[config.mk]
export PLATFORM = sky130hd
export DESIGN_NAME = free_list_flat
export DESIGN_NICKNAME = d
export VERILOG_FILES = /design/src/common/prf_pkg.sv /design/src/common/prf_entry_if.sv /design/src/free_list/free_list.sv /design/src/flat_wrapper.sv
export SDC_FILE = /design/constraint.sdc
export NUM_CORES = 1
export LEC_CHECK = 0
export ABC_AREA = 1
export BUFFER_PORTS_ARGS = -buffer_cell sky130_fd_sc_hd__buf_2
export CORE_MARGIN = 3
export CORE_UTILIZATION = 30
export DETAILED_ROUTE_END_ITERATION = 8
export GPL_ROUTABILITY_DRIVEN = 0
export PLACE_DENSITY = 0.58
export SETUP_SLACK_MARGIN = 0.3
export SYNTH_ARGS = -nofsm -noshare
export SYNTH_HDL_FRONTEND = slang
export SYNTH_SLANG_ARGS = --single-unit
[constraint.sdc]
create_clock -name clock -period 24.3 [get_ports clock]
set_clock_uncertainty 0.1 [all_clocks]
set_input_delay 3.645 -clock clock [delete_from_list [all_inputs] [get_ports clock]]
set_output_delay 3.645 -clock clock [all_outputs]
set_load 0.03 [all_outputs]
[src/common/prf_pkg.sv]
/*
 shared sizes and types for the physical register file
 one thread only, so there is a single free list and a single read set
 entry ZERO_REG_IDX is the hardwired zero register and is never handed out
 PRF_SIZE must stay a power of two so that prf_idx_t covers every entry
*/

package prf_pkg;

	////////////////////////////////////////////////////////////////////////////
	// sizes
	////////////////////////////////////////////////////////////////////////////

	localparam int PRF_SIZE     = 64;                // physical registers in the file
	localparam int DATA_WIDTH   = 64;                // width of one register value
	localparam int IDX_WIDTH    = $clog2(PRF_SIZE);  // bits needed to name an entry

	// the zero register reads as zero and valid and sits outside the free list
	localparam int ZERO_REG_IDX = 48;

	////////////////////////////////////////////////////////////////////////////
	// types
	////////////////////////////////////////////////////////////////////////////

	// index of one physical register, as carried by rename, CDB and retire
	typedef logic [IDX_WIDTH-1:0] prf_idx_t;

	typedef logic [DATA_WIDTH-1:0] prf_data_t;   // one register value

	// one bit per entry, bit i belongs to physical register i
	// used for availability, ready bits, grant masks and the flush vector
	typedef logic [PRF_SIZE-1:0] prf_vec_t;

endpackage

[src/common/prf_entry_if.sv]
/*
 per-entry state shared by the free list, the value store and the read logic
 all signals are levels for the current cycle, there is no handshake
 values is a full copy of the storage, so readers index it directly
*/

`timescale 1ns/1ns

interface prf_entry_if;

	prf_pkg::prf_vec_t  available;                        // set means the entry is free
	prf_pkg::prf_vec_t  alloc_mask;                       // one-hot OR of this cycle's grants
	prf_pkg::prf_vec_t  ready;                            // set means the value has come back on a CDB
	prf_pkg::prf_data_t values [prf_pkg::PRF_SIZE];       // stored value of every entry

	// the free list owns availability and tells the store which entries it just gave out
	modport alloc_mp (
		output available,
		output alloc_mask
	);

	// the store clears ready on allocation and owns the data
	modport store_mp (
		input  alloc_mask,
		output ready,
		output values
	);

	modport read_mp (
		input  available,
		input  ready,
		input  values
	);

endinterface

[src/free_list/free_list.sv]
/*
 availability tracking and up to two grants per cycle, lowest free index first
 a dual request with only one entry left is refused as a whole and raises prf_full
 a single request on either port takes the lowest free entry
 frees from retirement and from the flush vector land at the next edge
 if a free and a grant name the same entry in one cycle the grant wins
*/

`timescale 1ns/1ns

module free_list (
	input  logic                 clock,
	input  logic                 rst,
	input  logic                 alloc_req1,        // rename asks for one entry on port 1
	input  logic                 alloc_req2,        // rename asks for one entry on port 2
	input  logic                 free1_valid,       // retirement frees free1_idx
	input  prf_pkg::prf_idx_t    free1_idx,
	input  logic                 free2_valid,
	input  prf_pkg::prf_idx_t    free2_idx,
	input  logic                 flush_valid,       // mispredict, every marked entry is freed
	input  prf_pkg::prf_vec_t    flush_free_list,
	output logic                 alloc_valid1,
	output prf_pkg::prf_idx_t    alloc_idx1,
	output logic                 alloc_valid2,
	output prf_pkg::prf_idx_t    alloc_idx2,
	output logic                 prf_full,
	prf_entry_if.alloc_mp        entry
);

	prf_pkg::prf_vec_t avail_q;     // registered availability, one bit per entry
	prf_pkg::prf_vec_t avail_rest;  // what is left once the first pick is taken
	prf_pkg::prf_vec_t free_mask;   // all frees requested this cycle
	prf_pkg::prf_idx_t pick1;       // lowest free entry
	prf_pkg::prf_idx_t pick2;       // next lowest free entry
	logic              have1;
	logic              have2;
	logic              leave_one;   // exactly one entry is free
	logic              dual_refused;

	// scan from the top down so the last hit is the lowest set bit
	function automatic prf_pkg::prf_idx_t lowest_set(prf_pkg::prf_vec_t v);
		prf_pkg::prf_idx_t idx;
		idx = '0;
		for (int i = prf_pkg::PRF_SIZE - 1; i >= 0; i--)
		begin
			if (v[i])
				idx = prf_pkg::prf_idx_t'(i);
		end
		return idx;
	endfunction

	////////////////////////////////////////////////////////////////////////////
	// priority picks
	////////////////////////////////////////////////////////////////////////////

	assign have1      = |avail_q;
	assign pick1      = lowest_set(avail_q);
	assign avail_rest = avail_q & ~(prf_pkg::prf_vec_t'(1) << pick1);
	assign have2      = |avail_rest;
	assign pick2      = lowest_set(avail_rest);
	assign leave_one  = have1 && !have2;

	always_comb
	begin
		alloc_valid1 = 1'b0;
		alloc_idx1   = '0;
		alloc_valid2 = 1'b0;
		alloc_idx2   = '0;
		dual_refused = 1'b0;
		if (alloc_req1 && alloc_req2)
		begin
			// both or nothing, a half grant would leave rename with one new tag
			if (leave_one)
				dual_refused = 1'b1;
			else
			begin
				alloc_valid1 = have1;
				alloc_idx1   = pick1;
				alloc_valid2 = have2;
				alloc_idx2   = pick2;
			end
		end
		else if (alloc_req1)
		begin
			alloc_valid1 = have1;
			alloc_idx1   = pick1;
		end
		else if (alloc_req2)
		begin
			alloc_valid2 = have1;   // a lone port 2 request still takes the lowest entry
			alloc_idx2   = pick1;
		end
	end

	assign prf_full = !have1 || dual_refused;

	assign entry.alloc_mask = (alloc_valid1 ? prf_pkg::prf_vec_t'(1) << alloc_idx1 : '0)
		| (alloc_valid2 ? prf_pkg::prf_vec_t'(1) << alloc_idx2 : '0);
	assign entry.available  = avail_q;

	////////////////////////////////////////////////////////////////////////////
	// availability update
	////////////////////////////////////////////////////////////////////////////

	assign free_mask = (free1_valid ? prf_pkg::prf_vec_t'(1) << free1_idx : '0)
		| (free2_valid ? prf_pkg::prf_vec_t'(1) << free2_idx : '0)
		| (flush_valid ? flush_free_list : '0);

	always_ff @(posedge clock)
	begin
		if (rst)
			avail_q <= ~(prf_pkg::prf_vec_t'(1) << prf_pkg::ZERO_REG_IDX);  // all but zero reg
		else
			avail_q <= (avail_q | free_mask) & ~entry.alloc_mask;  // grant beats free
	end

	// the two ports must never hand the same tag to two architectural registers
	a_grants_distinct: assert property (@(posedge clock) disable iff (rst)
		(alloc_valid1 && alloc_valid2) |-> (alloc_idx1 != alloc_idx2));

	// the RRAT and the flush logic must keep the zero register out of the free list
	a_zero_never_freed: assert property (@(posedge clock) disable iff (rst)
		!((free1_valid && free1_idx == prf_pkg::ZERO_REG_IDX)
		|| (free2_valid && free2_idx == prf_pkg::ZERO_REG_IDX)
		|| (flush_valid && flush_free_list[prf_pkg::ZERO_REG_IDX])));

endmodule

[src/flat_wrapper.sv]
// flat-port wrapper written by rule: the top's interface ports become plain ports
module free_list_flat 
  (clock, rst, alloc_req1, alloc_req2, free1_valid, free1_idx, free2_valid, free2_idx, flush_valid, flush_free_list, alloc_valid1, alloc_idx1, alloc_valid2, alloc_idx2, prf_full, entry_available, entry_alloc_mask);
  prf_entry_if entry_i ();
  input  logic clock;
  input  logic rst;
  input  logic alloc_req1;
  input  logic alloc_req2;
  input  logic free1_valid;
  input  prf_pkg::prf_idx_t free1_idx;
  input  logic free2_valid;
  input  prf_pkg::prf_idx_t free2_idx;
  input  logic flush_valid;
  input  prf_pkg::prf_vec_t flush_free_list;
  output logic alloc_valid1;
  output prf_pkg::prf_idx_t alloc_idx1;
  output logic alloc_valid2;
  output prf_pkg::prf_idx_t alloc_idx2;
  output logic prf_full;
  output wire logic [$bits(entry_i.available)-1:0] entry_available;
  output wire logic [$bits(entry_i.alloc_mask)-1:0] entry_alloc_mask;
  assign entry_available = entry_i.available;
  assign entry_alloc_mask = entry_i.alloc_mask;
  free_list u_core (.clock(clock), .rst(rst), .alloc_req1(alloc_req1), .alloc_req2(alloc_req2), .free1_valid(free1_valid), .free1_idx(free1_idx), .free2_valid(free2_valid), .free2_idx(free2_idx), .flush_valid(flush_valid), .flush_free_list(flush_free_list), .alloc_valid1(alloc_valid1), .alloc_idx1(alloc_idx1), .alloc_valid2(alloc_valid2), .alloc_idx2(alloc_idx2), .prf_full(prf_full), .entry(entry_i));
endmodule
# After elaboration in Yosys (flattened, before gate mapping)
# Index checks and enable logic that the tools add are counted.
# Widths: inputs -> output; s select.
[op_classes] n_bitwise=8 mux=149 shifts=5 reduce_logical=7
[ops] op="$mux 6" count=135
[ops] op="$mux 64" count=5
[ops] op="$shl 1x6->64 const A" count=5
[ops] op="$or 64x64->64" count=4
[ops] op="$and 64x64->64" count=2
[ops] op="$not 64->64" count=2
[ops] op="$reduce_or 64->1" count=2
[ops] op="$mux 1" count=9
[ops] op="$logic_and 1x1->1" count=2
[ops] op="$logic_not 1->1" count=2
[ops] op="$logic_or 1x1->1" count=1
[totals] out_inout_bits=143 word_cells=170 register_bits=64

# Depth between registers and ports, before layout
[logic_depth] ltp_word=138 ltp_mapped=135 ltp_nobuf=135

# Worst setup path before layout
# OpenSTA, ideal clock, no wires.
[synth_path] kind="register to output" startpoint="register u_core.avail_q[62] (netlist: u_core.entry.available[62])" endpoint="output port entry_alloc_mask[55]" path_buffers=0 t_arrival_ps=7461 path_slack_ps=13094 required_ps=20555 stages_incl_launch_ff=135 path_cell_list="dfxtp_1 > inv_1 > nand2_1 > nand2_1 > nand2_1 > nand2_1 > nand2_1 > nand2_1 > nand2_1 > nand2_1 > nand2_1 > nand2_1 > nand2_1 > nand2_1 > nand2_1 > nand2_1 > nand2_1 > nand2_1 > [99 not listed] > nand2_1 > nand2_1 > nand2_1 > nand2_1 > nand2_1 > nand2_1 > nand2_1 > nand2_1 > nand2_1 > nand2_1 > nand2_1 > nand2_1 > nand2_2 > nand2_4 > nand3_2 > nor2_2 > nand3_1 > nand2_1"
[synth_between] elab_chain_len=135 word_cells_on_any_way=153 cone_classes="3 x shift; 143 x mux; 3 x bitwise; 4 x reduce/logical"
[synth_rtl] item="from (decl)" line="free_list.sv:30" text="prf_pkg::prf_vec_t avail_q;"
[synth_rtl] item="from (signal assigned)" line="free_list.sv:112" text="avail_q <= ~(prf_pkg::prf_vec_t'(1) << prf_pkg::ZERO_REG_IDX);"
[synth_rtl] item="from (signal assigned)" line="free_list.sv:114" text="avail_q <= (avail_q | free_mask) & ~entry.alloc_mask;"
[synth_rtl] item="$mux 6 (63 in a row)" line="free_list.sv:46" text="if (v[i])"
[synth_rtl] item="$shl 1x6->64" line="free_list.sv:58" text="assign avail_rest = avail_q & ~(prf_pkg::prf_vec_t'(1) << pick1);"
[synth_rtl] item="$not 64->64" line="free_list.sv:58"
[synth_rtl] item="$and 64x64->64" line="free_list.sv:58"
[synth_rtl] item="$mux 6 (64 in a row)" line="free_list.sv:46"
[synth_rtl] item="$mux 6" line="free_list.sv:73" text="if (leave_one)"
[synth_rtl] item="$mux 6 *" line="free_list.sv:70" text="if (alloc_req1 && alloc_req2)"
[synth_rtl] item="via alloc_idx2[0]" line="flat_wrapper.sv:18" text="output prf_pkg::prf_idx_t alloc_idx2;"
[synth_rtl] item="$shl 1x6->64 *" line="free_list.sv:98" text="| (alloc_valid2 ? prf_pkg::prf_vec_t'(1) << alloc_idx2 : '0);"
[synth_rtl] item="$mux 64 *" line="free_list.sv:98"
[synth_rtl] item="$or 64x64->64 *" line="free_list.sv:98"
[synth_rtl] item="to (decl)" line="flat_wrapper.sv:21" text="output wire logic [$bits(entry_i.alloc_mask)-1:0] entry_alloc_mask;"
# Mark *: on every way through the listed nets, which the timed path passes. The rest lies on a longest branch.

# Worst setup path after layout
[layout_path] startpoint="register u_core.avail_q[60] (netlist: u_core.entry.available[60])" endpoint="output port entry_alloc_mask[17]"
[layout_between] elab_chain_len=133 word_cells_on_any_way=151 cone_classes="3 x shift; 141 x mux; 3 x bitwise; 4 x reduce/logical"
[layout_rtl] item="$mux 6 (61 in a row)" line="free_list.sv:46"
[layout_rtl] item="$shl 1x6->64" line="free_list.sv:58"
[layout_rtl] item="$not 64->64" line="free_list.sv:58"
[layout_rtl] item="$and 64x64->64" line="free_list.sv:58"
[layout_rtl] item="$mux 6 (64 in a row)" line="free_list.sv:46"
[layout_rtl] item="$mux 6" line="free_list.sv:73"
[layout_rtl] item="$mux 6" line="free_list.sv:70"
[layout_rtl] item="$shl 1x6->64" line="free_list.sv:98"
[layout_rtl] item="$mux 64" line="free_list.sv:98"
[layout_rtl] item="$or 64x64->64 *" line="free_list.sv:98"
# Mark *: on every way between the ends. The rest lies on a longest branch, timed or not.

==> impl_metrics.ini <==
[synthesis]
synth_cells = 1501
netlist_top_cells_count = 597 x nand2_1, 211 x nand3_1, 207 x nor2_1
ys_warn_count = 0
yosysSeqAreaShare_pct = 17.4
synth_edf_count = 0
avgSynthCellArea_um2 = 4.91
synth_top_area_share_pct = 30.4
yosys.cell_types.count = 28
synth_ff_type = dfxtp_1
ys_top_cells_by_area = nand2_1 30%, dfxtp_1 17%, nand3_1 14%, nor2_1 11%, inv_1 6.3%
synth.largest_area_cell = nand2_1
synth-seq-cells = 64
async_flop_share_pct = 0
synth_most_common_cell = nand2_1
synth_area_um2 = 7380
synth_fp_nets = 1584

[die]
die-area_um2 = 26500
io-pin-count = 226
die_x_um = 163
dieHeight_um = 163
initial_utilization_pct = 31.0
num_rows = 56
core_um2 = 23800

[finish]
diodes = 0
fin_util_pct = 38.0
drive_above_1_share_pct = 17.2
instances_no_fill = 2006
largest_reg_flops = 64
syn_to_final_growth_pct = 22.7
fin_nets = 1765

[grt]
use_met1_pct = 38.5
grt_pass1_wl_mm = 60.0
grt_overflow = 0
grt_usage_pct = 30.0
grt_pass1_vias = 9981
busiest_layer = met2
grt_max_degree = 65
grt_use_met2_pct = 46.3
use_met3_pct = 6.77
antenna_found_initial = 0

[timing]
hold_viol_final = 0
rsz0062_at_grt = false
finalSetupTns_ns = 0
setup_violations = 0
holdWs_ns = 0.619
max_slew.worst_pin.slew_ns = 1.20
relSlewSlack_pct = 19.6
maxSlewViolCount = 0
min_period_over_period_pct = 53.2
max_freq_ghz = 0.0774
fin_crit_ns = 12.93

[flow_run]
max_cap_viol_count = 0

[pwr]
p_total_mw = 0.294
leakage_nw = 4.44
power_density_nw_per_um2 = 32.5
ir_worst_vdd_v = 0.0000247

[clock_network]
path_clk_slew_ns = 0.06
cts_root_buf = clkbuf_16
htreeDepth = 3
cts_resized = 0
cts_tree = built
cts_hold_buf = 0
cts.sinks = 64
clock_path_buffers = 2
postCtsSetupBuffers = 0
clock_latency_ns = 0.34
cts_buffers = 9

[routing]
drc = 0
antenna_left = 0
wl_per_cell_um = 20.8
first_pass_iters = 6
drt_iter0_drc = 1856
vias = 11100
routed_wl_mm = 41.7
viasPerCell = 5.53

[setup_path]
arrival_ns = 9.18
worst_path_most_repeated_cell = nand2_1
cp-start-kind = flip-flop
max_stage_delay_ns = 0.43
required_ns = 20.56
crit_slowest_cell = dfxtp_1
criticalPathCategory = reg2out
setup.worst_path.end_class = primary output
cp_max_fo = 5

[place]
port_buffers = 225
place_inst = 1990
hpwl_mm = 33.2

[hold_path]
holdCritPathClass = reg2reg

[status]
status = finished clean
-- metal layers --
layer  up-vias  wire length [um]
li1       5170                 -
met1      4992             15600
met2       770             17900
met3       152              5290
met4         0              2890
met5         -                 0
-- power by group --
part / leakage [nW] / switching, mW / internal (mW)
logic: 3.78 / 0.0394 / 0.0128
registers: 0.519 / 0.00134 / 0.106
clock network: 0.141 / 0.0554 / 0.0795
total: 4.44 / 0.0961 / 0.198
-- logic make-up after synthesis --
logic type      after synthesis  share of synthesized area [%]
simple gates               1091                           61.7
buf+inv                     195                           10.0
compound gates              151                           10.9
flops                        64                           17.4
-- placed cells by master (no fill, tap or decap), types with 21 or more instances in the layout --
cell type | Yosys | layout
nand2_1 | 597 | 597
buf_2 | 6 | 225
nand3_1 | 211 | 211
nor2_1 | 207 | 204
inv_1 | 123 | 123
a21oi_1 | 65 | 65
dfxtp_1 | 64 | 64
o21ai_0 | 58 | 58
nor3_1 | 21 | 21
-- metrics by stage --
stage / setup WS [ns] / area (um2)
CTS: 11.57 / 9050
global placement: 12.00 / 8750
floorplan: 13.09 / 7380
detailed placement: 11.96 / 8750
global route: 9.91 / 9050
finish: 11.37 / 9050
-- path summary, 6_finish.rpt --
check | depth (start not counted) | to | slack, ns | start
setup / recovery | 129 | entry_alloc_mask[17] | 11.37 | u_core.entry.available[60]
hold reg to reg | 4 | u_core.entry.available[62] | 0.62 | u_core.entry.available[62]
hold / removal | 4 | u_core.entry.available[62] | 0.62 | u_core.entry.available[62]
setup reg to reg | 129 | u_core.entry.available[49] | 15.40 | u_core.entry.available[60]
-- area by class of cell --
cell class | instances | area [um2]
fillers | 2803 | 14800
clock buffers | 9 | 225
repair buffers | 235 | 1200
multi-input cells | 1242 | 5380
flip-flops and latches | 64 | 1280
well taps | 319 | 399
inverters | 130 | 488
clock inverters | 7 | 72.6
-- worst max-delay path, delay by kind of cell (launching register included) --
kind	cells	cell delay, ns
buffers and inverters	2	0.30
AND/OR/NAND/NOR	126	7.95
flip-flops	1	0.43
AO/OA/AOI/OAI	1	0.20
(Power assumes the default switching activity.)
